$ cat src/rtl/cpu_pkg.sv
package cpu_pkg;

  //////////////////////////////////////////////////
  // widths
  //////////////////////////////////////////////////

  localparam int DATA_WIDTH     = 32;
  localparam int INST_WIDTH     = 32;
  localparam int ADDR_WIDTH     = 8;
  localparam int MEM_DEPTH      = 1 << ADDR_WIDTH;
  localparam int REG_ADDR_WIDTH = 5;
  localparam int NUM_REGS       = 1 << REG_ADDR_WIDTH;
  localparam int IMM_WIDTH      = 16;
  localparam int SHAMT_WIDTH    = 5;
  localparam int OPCODE_WIDTH   = 6;
  localparam int FUNCT_WIDTH    = 6;
  localparam int ALU_OP_WIDTH   = 3;

  // opcodes, anything else runs as a nop
  localparam logic [OPCODE_WIDTH-1:0] OP_RTYPE = 6'd0;
  localparam logic [OPCODE_WIDTH-1:0] OP_ADDI  = 6'd8;
  localparam logic [OPCODE_WIDTH-1:0] OP_LW    = 6'd35;
  localparam logic [OPCODE_WIDTH-1:0] OP_SW    = 6'd43;
  localparam logic [OPCODE_WIDTH-1:0] OP_BEQ   = 6'd4;
  localparam logic [OPCODE_WIDTH-1:0] OP_BNE   = 6'd5;
  localparam logic [OPCODE_WIDTH-1:0] OP_HALT  = 6'd63;

  // r-type function codes
  localparam logic [FUNCT_WIDTH-1:0] FN_ADD = 6'd32;
  localparam logic [FUNCT_WIDTH-1:0] FN_SUB = 6'd34;
  localparam logic [FUNCT_WIDTH-1:0] FN_AND = 6'd36;
  localparam logic [FUNCT_WIDTH-1:0] FN_OR  = 6'd37;
  localparam logic [FUNCT_WIDTH-1:0] FN_SLT = 6'd42;
  localparam logic [FUNCT_WIDTH-1:0] FN_SLL = 6'd0;

  // alu operations; none yields zero
  localparam logic [ALU_OP_WIDTH-1:0] ALU_ADD  = 3'd0;
  localparam logic [ALU_OP_WIDTH-1:0] ALU_SUB  = 3'd1;
  localparam logic [ALU_OP_WIDTH-1:0] ALU_AND  = 3'd2;
  localparam logic [ALU_OP_WIDTH-1:0] ALU_OR   = 3'd3;
  localparam logic [ALU_OP_WIDTH-1:0] ALU_SLT  = 3'd4;
  localparam logic [ALU_OP_WIDTH-1:0] ALU_SLL  = 3'd5;
  localparam logic [ALU_OP_WIDTH-1:0] ALU_NONE = 3'd7;

  //////////////////////////////////////////////////
  // instruction word, two views
  //////////////////////////////////////////////////

  typedef struct packed {
    logic [OPCODE_WIDTH-1:0]   opcode;
    logic [REG_ADDR_WIDTH-1:0] rs;
    logic [REG_ADDR_WIDTH-1:0] rt;
    logic [REG_ADDR_WIDTH-1:0] rd;
    logic [SHAMT_WIDTH-1:0]    shamt;
    logic [FUNCT_WIDTH-1:0]    funct;
  } r_fields_t;

  typedef struct packed {
    logic [OPCODE_WIDTH-1:0]   opcode;
    logic [REG_ADDR_WIDTH-1:0] rs;
    logic [REG_ADDR_WIDTH-1:0] rt;
    logic [IMM_WIDTH-1:0]      imm;
  } i_fields_t;

  typedef union packed {
    r_fields_t r;
    i_fields_t i;
  } instr_t;

endpackage

$ cat src/rtl/cpu_links.sv
`timescale 1ns/100ps

// decode -> execute
interface dec_ex_if;
  import cpu_pkg::*;

  logic                      valid;
  logic [ALU_OP_WIDTH-1:0]   alu_op;
  logic                      use_imm;
  logic                      mem_read;
  logic                      mem_write;
  logic                      reg_write;
  logic                      is_beq;
  logic                      is_bne;
  logic                      is_halt;
  logic [REG_ADDR_WIDTH-1:0] rs;
  logic [REG_ADDR_WIDTH-1:0] rt;
  logic [REG_ADDR_WIDTH-1:0] dest;
  logic [DATA_WIDTH-1:0]     op_a;
  logic [DATA_WIDTH-1:0]     op_b;
  logic [IMM_WIDTH-1:0]      imm;
  logic [SHAMT_WIDTH-1:0]    shamt;

  modport source (output valid, alu_op, use_imm, mem_read, mem_write, reg_write, is_beq,
                  is_bne, is_halt, rs, rt, dest, op_a, op_b, imm, shamt);
  modport sink (input valid, alu_op, use_imm, mem_read, mem_write, reg_write, is_beq,
                is_bne, is_halt, rs, rt, dest, op_a, op_b, imm, shamt);
endinterface

// execute -> memory, plus forward tap back into execute
interface ex_mem_if;
  import cpu_pkg::*;

  logic                      valid;
  logic [DATA_WIDTH-1:0]     alu_result;
  logic [DATA_WIDTH-1:0]     store_data;
  logic [REG_ADDR_WIDTH-1:0] dest;
  logic                      reg_write;
  logic                      mem_read;
  logic                      mem_write;
  logic                      is_halt;

  modport source (output valid, alu_result, store_data, dest, reg_write, mem_read,
                  mem_write, is_halt);
  modport sink (input valid, alu_result, store_data, dest, reg_write, mem_read,
                mem_write, is_halt);
  modport fwd (input valid, alu_result, dest, reg_write, mem_read);
endinterface

// writeback, read by decode and execute
interface wb_if;
  import cpu_pkg::*;

  logic                      valid;
  logic                      reg_write;
  logic [REG_ADDR_WIDTH-1:0] dest;
  logic [DATA_WIDTH-1:0]     value;
  logic                      is_halt;

  modport source (output valid, reg_write, dest, value, is_halt);
  modport sink (input valid, reg_write, dest, value, is_halt);
endinterface

$ cat src/rtl/execute_stage.sv
`timescale 1ns/100ps

module execute_stage (
  input  logic                         clk,
  input  logic                         rst,
  dec_ex_if.sink                       dx,
  ex_mem_if.source                     xm,
  ex_mem_if.fwd                        xm_fwd,
  wb_if.sink                           wb,
  output logic                         redirect,
  output logic [cpu_pkg::ADDR_WIDTH-1:0] target
);
  import cpu_pkg::*;

  logic                  xm_ok;
  logic                  wb_ok;
  logic [DATA_WIDTH-1:0] fwd_a;
  logic [DATA_WIDTH-1:0] fwd_b;
  logic [DATA_WIDTH-1:0] alu_b;
  logic [DATA_WIDTH-1:0] alu_result;
  logic                  slt_bit;
  logic                  equal;

  //////////////////////////////////////////////////
  // forwarding, x/m first then writeback
  //////////////////////////////////////////////////

  // a load in x/m only carries its address here
  assign xm_ok = xm_fwd.valid && xm_fwd.reg_write && !xm_fwd.mem_read && (xm_fwd.dest != '0);
  assign wb_ok = wb.valid && wb.reg_write && (wb.dest != '0);

  always_comb begin
    if (xm_ok && (xm_fwd.dest == dx.rs)) begin
      fwd_a = xm_fwd.alu_result;
    end else if (wb_ok && (wb.dest == dx.rs)) begin
      fwd_a = wb.value;
    end else begin
      fwd_a = dx.op_a;
    end
  end

  always_comb begin
    if (xm_ok && (xm_fwd.dest == dx.rt)) begin
      fwd_b = xm_fwd.alu_result;
    end else if (wb_ok && (wb.dest == dx.rt)) begin
      fwd_b = wb.value;
    end else begin
      fwd_b = dx.op_b;
    end
  end

  //////////////////////////////////////////////////
  // alu
  //////////////////////////////////////////////////

  assign alu_b   = dx.use_imm ? {{(DATA_WIDTH - IMM_WIDTH){1'b0}}, dx.imm} : fwd_b;
  assign slt_bit = $signed(fwd_a) < $signed(alu_b);

  always_comb begin
    case (dx.alu_op)
      ALU_ADD: alu_result = fwd_a + alu_b;
      ALU_SUB: alu_result = fwd_a - alu_b;
      ALU_AND: alu_result = fwd_a & alu_b;
      ALU_OR:  alu_result = fwd_a | alu_b;
      ALU_SLT: alu_result = {{(DATA_WIDTH - 1){1'b0}}, slt_bit};
      ALU_SLL: alu_result = fwd_b << dx.shamt;
      default: alu_result = '0;
    endcase
  end

  // branch target is an absolute word address
  assign equal    = (fwd_a == fwd_b);
  assign redirect = dx.valid && ((dx.is_beq && equal) || (dx.is_bne && !equal));
  assign target   = dx.imm[ADDR_WIDTH-1:0];

  always_ff @(posedge clk) begin
    if (rst) begin
      xm.valid <= 1'b0;
    end else begin
      xm.valid <= dx.valid;
    end
  end

  always_ff @(posedge clk) begin
    xm.alu_result <= alu_result;
    xm.store_data <= fwd_b;
    xm.dest       <= dx.dest;
    xm.reg_write  <= dx.reg_write;
    xm.mem_read   <= dx.mem_read;
    xm.mem_write  <= dx.mem_write;
    xm.is_halt    <= dx.is_halt;
  end

  // a taken branch comes from a branch and leaves a bubble behind it
  a_redirect_branch: assert property (@(posedge clk) disable iff (rst)
    redirect |-> (dx.is_beq || dx.is_bne) ##1 !dx.valid);

endmodule

$ cat src/flat_wrapper.sv
// flat-port wrapper written by rule: the top's interface ports become plain ports
module execute_stage_flat import cpu_pkg::*;
  (clk, rst, redirect, target, dx_valid, dx_alu_op, dx_use_imm, dx_mem_read, dx_mem_write, dx_reg_write, dx_is_beq, dx_is_bne, dx_is_halt, dx_rs, dx_rt, dx_dest, dx_op_a, dx_op_b, dx_imm, dx_shamt, xm_valid, xm_alu_result, xm_store_data, xm_dest, xm_reg_write, xm_mem_read, xm_mem_write, xm_is_halt, xm_fwd_valid, xm_fwd_alu_result, xm_fwd_dest, xm_fwd_reg_write, xm_fwd_mem_read, wb_valid, wb_reg_write, wb_dest, wb_value, wb_is_halt);
  dec_ex_if dx_i ();
  ex_mem_if xm_i ();
  ex_mem_if xm_fwd_i ();
  wb_if wb_i ();
  input  logic clk;
  input  logic rst;
  output logic redirect;
  output logic [cpu_pkg::ADDR_WIDTH-1:0] target;
  input wire logic [$bits(dx_i.valid)-1:0] dx_valid;
  input wire logic [$bits(dx_i.alu_op)-1:0] dx_alu_op;
  input wire logic [$bits(dx_i.use_imm)-1:0] dx_use_imm;
  input wire logic [$bits(dx_i.mem_read)-1:0] dx_mem_read;
  input wire logic [$bits(dx_i.mem_write)-1:0] dx_mem_write;
  input wire logic [$bits(dx_i.reg_write)-1:0] dx_reg_write;
  input wire logic [$bits(dx_i.is_beq)-1:0] dx_is_beq;
  input wire logic [$bits(dx_i.is_bne)-1:0] dx_is_bne;
  input wire logic [$bits(dx_i.is_halt)-1:0] dx_is_halt;
  input wire logic [$bits(dx_i.rs)-1:0] dx_rs;
  input wire logic [$bits(dx_i.rt)-1:0] dx_rt;
  input wire logic [$bits(dx_i.dest)-1:0] dx_dest;
  input wire logic [$bits(dx_i.op_a)-1:0] dx_op_a;
  input wire logic [$bits(dx_i.op_b)-1:0] dx_op_b;
  input wire logic [$bits(dx_i.imm)-1:0] dx_imm;
  input wire logic [$bits(dx_i.shamt)-1:0] dx_shamt;
  output wire logic [$bits(xm_i.valid)-1:0] xm_valid;
  output wire logic [$bits(xm_i.alu_result)-1:0] xm_alu_result;
  output wire logic [$bits(xm_i.store_data)-1:0] xm_store_data;
  output wire logic [$bits(xm_i.dest)-1:0] xm_dest;
  output wire logic [$bits(xm_i.reg_write)-1:0] xm_reg_write;
  output wire logic [$bits(xm_i.mem_read)-1:0] xm_mem_read;
  output wire logic [$bits(xm_i.mem_write)-1:0] xm_mem_write;
  output wire logic [$bits(xm_i.is_halt)-1:0] xm_is_halt;
  input wire logic [$bits(xm_fwd_i.valid)-1:0] xm_fwd_valid;
  input wire logic [$bits(xm_fwd_i.alu_result)-1:0] xm_fwd_alu_result;
  input wire logic [$bits(xm_fwd_i.dest)-1:0] xm_fwd_dest;
  input wire logic [$bits(xm_fwd_i.reg_write)-1:0] xm_fwd_reg_write;
  input wire logic [$bits(xm_fwd_i.mem_read)-1:0] xm_fwd_mem_read;
  input wire logic [$bits(wb_i.valid)-1:0] wb_valid;
  input wire logic [$bits(wb_i.reg_write)-1:0] wb_reg_write;
  input wire logic [$bits(wb_i.dest)-1:0] wb_dest;
  input wire logic [$bits(wb_i.value)-1:0] wb_value;
  input wire logic [$bits(wb_i.is_halt)-1:0] wb_is_halt;
  assign dx_i.valid = dx_valid;
  assign dx_i.alu_op = dx_alu_op;
  assign dx_i.use_imm = dx_use_imm;
  assign dx_i.mem_read = dx_mem_read;
  assign dx_i.mem_write = dx_mem_write;
  assign dx_i.reg_write = dx_reg_write;
  assign dx_i.is_beq = dx_is_beq;
  assign dx_i.is_bne = dx_is_bne;
  assign dx_i.is_halt = dx_is_halt;
  assign dx_i.rs = dx_rs;
  assign dx_i.rt = dx_rt;
  assign dx_i.dest = dx_dest;
  assign dx_i.op_a = dx_op_a;
  assign dx_i.op_b = dx_op_b;
  assign dx_i.imm = dx_imm;
  assign dx_i.shamt = dx_shamt;
  assign xm_valid = xm_i.valid;
  assign xm_alu_result = xm_i.alu_result;
  assign xm_store_data = xm_i.store_data;
  assign xm_dest = xm_i.dest;
  assign xm_reg_write = xm_i.reg_write;
  assign xm_mem_read = xm_i.mem_read;
  assign xm_mem_write = xm_i.mem_write;
  assign xm_is_halt = xm_i.is_halt;
  assign xm_fwd_i.valid = xm_fwd_valid;
  assign xm_fwd_i.alu_result = xm_fwd_alu_result;
  assign xm_fwd_i.dest = xm_fwd_dest;
  assign xm_fwd_i.reg_write = xm_fwd_reg_write;
  assign xm_fwd_i.mem_read = xm_fwd_mem_read;
  assign wb_i.valid = wb_valid;
  assign wb_i.reg_write = wb_reg_write;
  assign wb_i.dest = wb_dest;
  assign wb_i.value = wb_value;
  assign wb_i.is_halt = wb_is_halt;
  execute_stage u_core (.clk(clk), .rst(rst), .dx(dx_i), .xm(xm_i), .xm_fwd(xm_fwd_i), .wb(wb_i), .redirect(redirect), .target(target));
endmodule
$ cat config.mk
export PLATFORM = sky130hd
export DESIGN_NAME = execute_stage_flat
export DESIGN_NICKNAME = d
export VERILOG_FILES = /design/src/rtl/cpu_pkg.sv /design/src/rtl/cpu_links.sv /design/src/rtl/execute_stage.sv /design/src/flat_wrapper.sv
export SDC_FILE = /design/constraint.sdc
export NUM_CORES = 1
export LEC_CHECK = 0
export BUFFER_PORTS_ARGS = -buffer_cell sky130_fd_sc_hd__buf_2
export CAP_MARGIN = 20
export CORE_AREA = 3 3 171 173
export CTS_BUF_LIST = sky130_fd_sc_hd__clkbuf_16
export DETAILED_ROUTE_END_ITERATION = 6
export DIE_AREA = 0 0 174 176
export HOLD_SLACK_MARGIN = 0.1
export SETUP_SLACK_MARGIN = 0.2
export SLEW_MARGIN = 20
export SYNTH_ARGS = -nofsm -noshare
export SYNTH_HDL_FRONTEND = slang
export SYNTH_SLANG_ARGS = --single-unit
export TNS_END_PERCENT = 30
$ cat constraint.sdc
create_clock -name clk -period 8.65 [get_ports clk]
set_input_delay 1.73 -clock clk [delete_from_list [all_inputs] [get_ports clk]]
set_output_delay 1.73 -clock clk [all_outputs]
set_load 0.01 [all_outputs]
# Word-level counts from Yosys, hierarchy flattened
# Index checks and enable logic that the tools add are counted.
# word_totals
in_bits	193
regBits	74
out_inout_bits	83
wordCells	48
# op_classes
eq_ne	10
shift	1
reduce_logical	18
n_addsub	2
n_lt_le_gt_ge	1
bitwise_logic	2
mux	6
# op_table
operator	count
$pmux 32 s6	1
$mux 32	5
$add 32x32->32	1
$and 32x32->32	1
$eq 32x32->1	1
$lt 32x32->1	1
$or 32x32->32	1
$shl 32x5->32	1
$sub 32x32->32	1
$eq 5x5->1	4
$logic_and 1x1->1	12
$reduce_bool 5->1	2
$eq 3x2->1 const B	2
$eq 3x3->1 const B	2
$eq 3x1->1 const B	1
$logic_not 3->1	1
$logic_not 1->1	2
$logic_or 1x1->1	1

# Depth between registers and ports, before layout
# logic_depth
ltp_word	10
ltp_mapped	20
mapped_depth_nobuf	18

# Worst setup path before layout
# OpenSTA, ideal clock, no wires.
# synth_timing
path_type	input to register
from	input port wb_dest[0]
to	register u_core.xm.alu_result[30]
setup_ps	120
setup_slack_ps	2581
t_required_ps	8530
path_buffers	1
stages	18
arrival_time_ps	5949
cell_sequence	or4_4 o211ai_4 buf_6 o32a_1 a2bb2oi_4 mux2_2 ha_1 fa_1 or2_2 a221oi_1 nor4_1 o21ai_0 a211oi_1 o31ai_1 o21ba_2 nor3_1 xnor2_1 a211o_1
# synth_between
elab_chain_len	8
# synth_lines
element	line_no	text
start: declaration	flat_wrapper.sv:43	input wire logic [$bits(wb_i.dest)-1:0] wb_dest;
$reduce_bool 5->1	execute_stage.sv:30	assign wb_ok = wb.valid && wb.reg_write && (wb.dest != '0);
$logic_and 1x1->1	execute_stage.sv:30	
$logic_and 1x1->1 (*)	execute_stage.sv:45	end else if (wb_ok && (wb.dest == dx.rt)) begin
$mux 32 (*)	execute_stage.sv:45	
$mux 32 (*)	execute_stage.sv:43	if (xm_ok && (xm_fwd.dest == dx.rt)) begin
net u_core.fwd_b[0]	execute_stage.sv:18	logic [DATA_WIDTH-1:0] fwd_b;
$mux 32	execute_stage.sv:56	assign alu_b = dx.use_imm ? {{(DATA_WIDTH - IMM_WIDTH){1'b0}}, dx.imm} : fwd_b;
$sub 32x32->32 or $add 32x32->32 (tied branches)	execute_stage.sv:62, execute_stage.sv:61	
$pmux 32 s6 (*)	execute_stage.sv:60	case (dx.alu_op)
net u_core.alu_result[30]	execute_stage.sv:20	logic [DATA_WIDTH-1:0] alu_result;
end: declaration	cpu_links.sv:43	modport source (output valid, alu_result, store_data, dest, reg_write, mem_read,
# The timed path passes the listed nets; every way through them passes the cells marked *.
# A chain may end at the register's enable or synchronous reset.

# Worst setup path in the final report
# layout_timing
from	input port xm_fwd_dest[0]
to	output port redirect
# layout_between
elab_chain_len	9
# layout_lines
element	line_no	text
start: declaration	flat_wrapper.sv:38	input wire logic [$bits(xm_fwd_i.dest)-1:0] xm_fwd_dest;
$reduce_bool 5->1	execute_stage.sv:29	assign xm_ok = xm_fwd.valid && xm_fwd.reg_write && !xm_fwd.mem_read && (xm_fwd.dest != '0);
$logic_and 1x1->1	execute_stage.sv:29	
$logic_and 1x1->1, on equally long branches	execute_stage.sv:33, execute_stage.sv:43	
$mux 32, on equally long branches	execute_stage.sv:33, execute_stage.sv:43	
$eq 32x32->1 (*)	execute_stage.sv:72	assign equal = (fwd_a == fwd_b);
$logic_not 1->1	execute_stage.sv:73	assign redirect = dx.valid && ((dx.is_beq && equal) || (dx.is_bne && !equal));
$logic_and 1x1->1	execute_stage.sv:73	
$logic_or 1x1->1 (*)	execute_stage.sv:73	
$logic_and 1x1->1 (*)	execute_stage.sv:73	
end: declaration	flat_wrapper.sv:10	output logic redirect;
# Mark *: on every way between the ends. The rest lies on a longest branch, timed or not.

==> impl_results.md <==
- Crit Path Category: in -> out
- Row count: 61
- Most frequent CP cell: buf_2
- Clk slew on worst S/H paths: around 60 ps
- Setup_tns: 0 ps
- DRC viols: 0
- First-pass GRT wire length: 70.0 mm
- Gate Count Post-Synth: roughly 1500
- Synth Area in Adders: 0.121
- Worst vdd ir: 0.0000849 V
- Post-DRT Antenna Nets: 0
- CTS root buf: clkbuf_16
- Post-cts hold buffer count: 0
- Ordered cell list for the critical path: buf_2 > or4_4 > o211ai_2 > or2_1 > buf_4 > o2bb2ai_1 > xnor2_1 > nor4_1 > nand4_1 > nor4_2 > nor2_1 > a31o_1 > buf_2
- Commonest register cell after synthesis: dfxtp_1
- CP max stage delay: 600 ps
- Synth Area in Compound Gates: 0.306
- Critical path startpoint category: input port
- CP Max Fanout: 17
- HPWL Detailed: 37.0 mm
- Post-synth EDFFs: 0
- DR vias: 12654
- Simple-gate portion of the synthesized area: 0.185
- Synth Area per Inst: 7.31 um^2
- Leak: approximately 5.8 nW
- Async SR Flop Fraction: 0
- Vias in the first global route: 11821
- Yosys warnings: 0
- Max-Cap Viols: 0
- Worst path required time: 6920 ps
- GRT Total Usage: 0.291
- Final #Nets: 2004
- Hold EP: u_core.xm.dest[0]$_DFF_P_
- Post-CTS resize count: 0
- Pre-antenna DRT Iters: 6
- Initial antenna violation count: 2
- Pins Over Slew Limit: 0
- Post-Syn Area: ~0.011 mm^2
- Endpoints failing hold: 0
- Synth Register Bits: 74
- Clock Tree Buf Depth: 2
- Netlist cell types: between 90 and 100
- I/O Pins: 276
- Post-route minimum period: 7550 ps
- CTS buffer count: 9
- CTS Sinks: 74
- CTS tree: done
- Slew Limit Headroom: 0.293
- Die width: 174 um
- Routed wire length: between 40 and 50 mm
- GPL Wtd Cong: between 0.9 and 1
- Run status: finished, final reports clean
- Cell family with most CP delay: simple AND/OR/NAND/NOR gates
- Remaining Overflow, GRT: 0
- Critical-path top delay cell: or2_1
- Area growth, synth to finish: 16.7%
- # setup viols final: 0
- H-tree depth: 3
- PD cells: approximately 120 mW/mm^2
- Iter 0 DRT Violations: 1540
- Worst setup EP type: output port
- Max Clock Freq: 133 MHz
- Worst slew pin tran: 1060 ps
- Postcts setup bufs: 0
- Die area: 0.0306 mm^2
- Starting Density: 0.397
- Pwr Total: 1.58 mW
- Buffers on Ports: 274
- Hold path depth: 1
- Crit path DAT: approximately 5800 ps
- Share of cells above drive strength 1: 0.236
- Crit path buf inv count: 3
- Die height: 176 um
- Seq/Total Area, Yosys: 0.134
- Min-delay src: dx_dest[0]
- Largest net degree at the start of global routing: 65
- Post-Synth XOR/XNOR Area: 0.0658
- Avg WL per Cell: 22.6 um
- RSZ-0062 raised after global routing: no
- Core area: around 0.028 mm^2
- Period utilization: 0.872
- Vias per cell: between 6 and 7
- Worst hold path type: in -> reg
- Mux contribution to synthesized area: 0.0864
- Syn nets: 1809
- Largest family of logic cells by synthesized area: compound AO/OA/AOI/OAI gates
## report_power, final
group	internal, mW	total [mW]	switching [mW]	leakage (nW)
Combinational	0.289	0.770	0.480	5.01
Clock	0.253	0.424	0.171	0.160
Sequential	0.374	0.382	0.00757	0.621
## cell usage in the layout, fill, tap and decap left out, types with 15 or more instances in the layout
| cell | n |
|---|---|
| or3_1 | 31 |
| dfxtp_1 | 74 |
| nor2_1 | 115 |
| mux4_2 | 15 |
| a211oi_1 | 17 |
| o21ai_0 | 134 |
| nor3_1 | 49 |
| o21a_1 | 15 |
| xnor2_1 | 70 |
| a21oi_1 | 85 |
| inv_1 | 137 |
| o32a_1 | 18 |
| ha_1 | 104 |
| nand2b_1 | 22 |
| nand2_1 | 87 |
| buf_4 | 34 |
| mux2i_1 | 49 |
| a31oi_1 | 38 |
| nand3_1 | 46 |
| buf_2 | 274 |
## flip-flops by register name (all words and copies together) (netlist names)
| signal | count |
|---|---|
| u_core.xm.mem_read | 1 |
| u_core.xm.reg_write | 1 |
| u_core.xm.store_data | 32 |
| u_core.xm.valid | 1 |
| u_core.xm.alu_result | 32 |
| u_core.xm.dest | 5 |
| u_core.xm.mem_write | 1 |
| u_core.xm.is_halt | 1 |
## cell type report
type	instances	area, um^2
Clock inverter	7	92.6
Antenna cell	2	5.00
Inverter	140	528
Tap cell	378	473
Multi-Input combinational cell	1172	8460
Timing Repair Buffer	308	1630
Fill cell	2948	14900
Sequential cell	74	1480
Clock buffer	9	225
## cell families (layout without fill, tap and decap cells)
group / Yosys count / after routing
AND/OR/NAND/NOR: 421 / 421
AO/OA/AOI/OAI: 487 / 487
multiplexers: 75 / 75
buffers and inverters: 264 / 464
XOR/XNOR: 83 / 83
other: 0 / 2
flip-flops: 74 / 74
adder cells (fa/ha/maj): 106 / 106
## worst max-delay path by stage
stage	startpoint	slack, ps	cells past startpoint	to
6_report	xm_fwd_dest[0]	1100	13	redirect
5_1_grt	xm_fwd_dest[0]	880	13	redirect
4_1_cts	xm_fwd_dest[0]	1110	13	redirect
3_5_place_dp	wb_dest[0]	1110	18	u_core.xm.alu_result[29]$_DFF_P_
3_3_place_gp	wb_dest[0]	1150	18	u_core.xm.alu_result[29]$_DFF_P_
2_1_floorplan	wb_dest[0]	2580	18	u_core.xm.alu_result[30]$_DFF_P_
## per-stage QoR
step,instance area (um^2),hold WS (ps),cells,utilization,setup slack (ps)
final,12900,1480,2090,0.464,1100
after floorplan,11000,1760,1510,-,2580
after global placement,12600,1830,2072,0.452,1150
after global routing,12900,1470,2090,0.464,884
after CTS,12900,1460,2088,0.464,1110
after detailed placement,12600,1830,2072,0.452,1110
## synthesized netlist by cell type (7+ instances only)
cell | count | area, um^2
buf_2 | 14 | 70.1
mux4_2 | 15 | 338
o21ai_1 | 9 | 45.0
or2_2 | 11 | 68.8
o22ai_1 | 13 | 81.3
o21a_1 | 15 | 113
mux2i_1 | 49 | 490
o31ai_1 | 10 | 75.1
buf_6 | 7 | 78.8
inv_1 | 137 | 514
nand2b_1 | 22 | 138
o32a_1 | 18 | 180
nor3_1 | 49 | 245
a31oi_1 | 38 | 238
nand4_1 | 13 | 81.3
nor4_1 | 9 | 56.3
clkbuf_1 | 81 | 304
nand2_1 | 87 | 327
o221ai_1 | 8 | 70.1
a221oi_1 | 11 | 96.3
dfxtp_1 | 74 | 1480
xor2_1 | 12 | 105
o2bb2ai_1 | 9 | 78.8
a21o_1 | 11 | 82.6
o32ai_1 | 12 | 105
xnor2_1 | 71 | 622
nor2b_1 | 12 | 75.1
buf_1 | 8 | 30.0
a211oi_1 | 17 | 128
o21ai_0 | 134 | 671
o211ai_1 | 14 | 105
buf_4 | 13 | 97.6
o21bai_1 | 8 | 60.1
or3_1 | 31 | 194
nor2_1 | 116 | 435
a21oi_1 | 85 | 425
nand3_1 | 46 | 230
ha_1 | 104 | 1300
mux2_2 | 10 | 113
## metal layers
metal	vias to the layer above	GRT usage	share of wire
li1	5817	-	-
met1	5871	0.381	0.40
met2	800	0.472	0.46
met3	166	0.0482	0.090
met4	0	0.127	0.049
met5	-	0	0
Power figures use the tool's default switching activity.
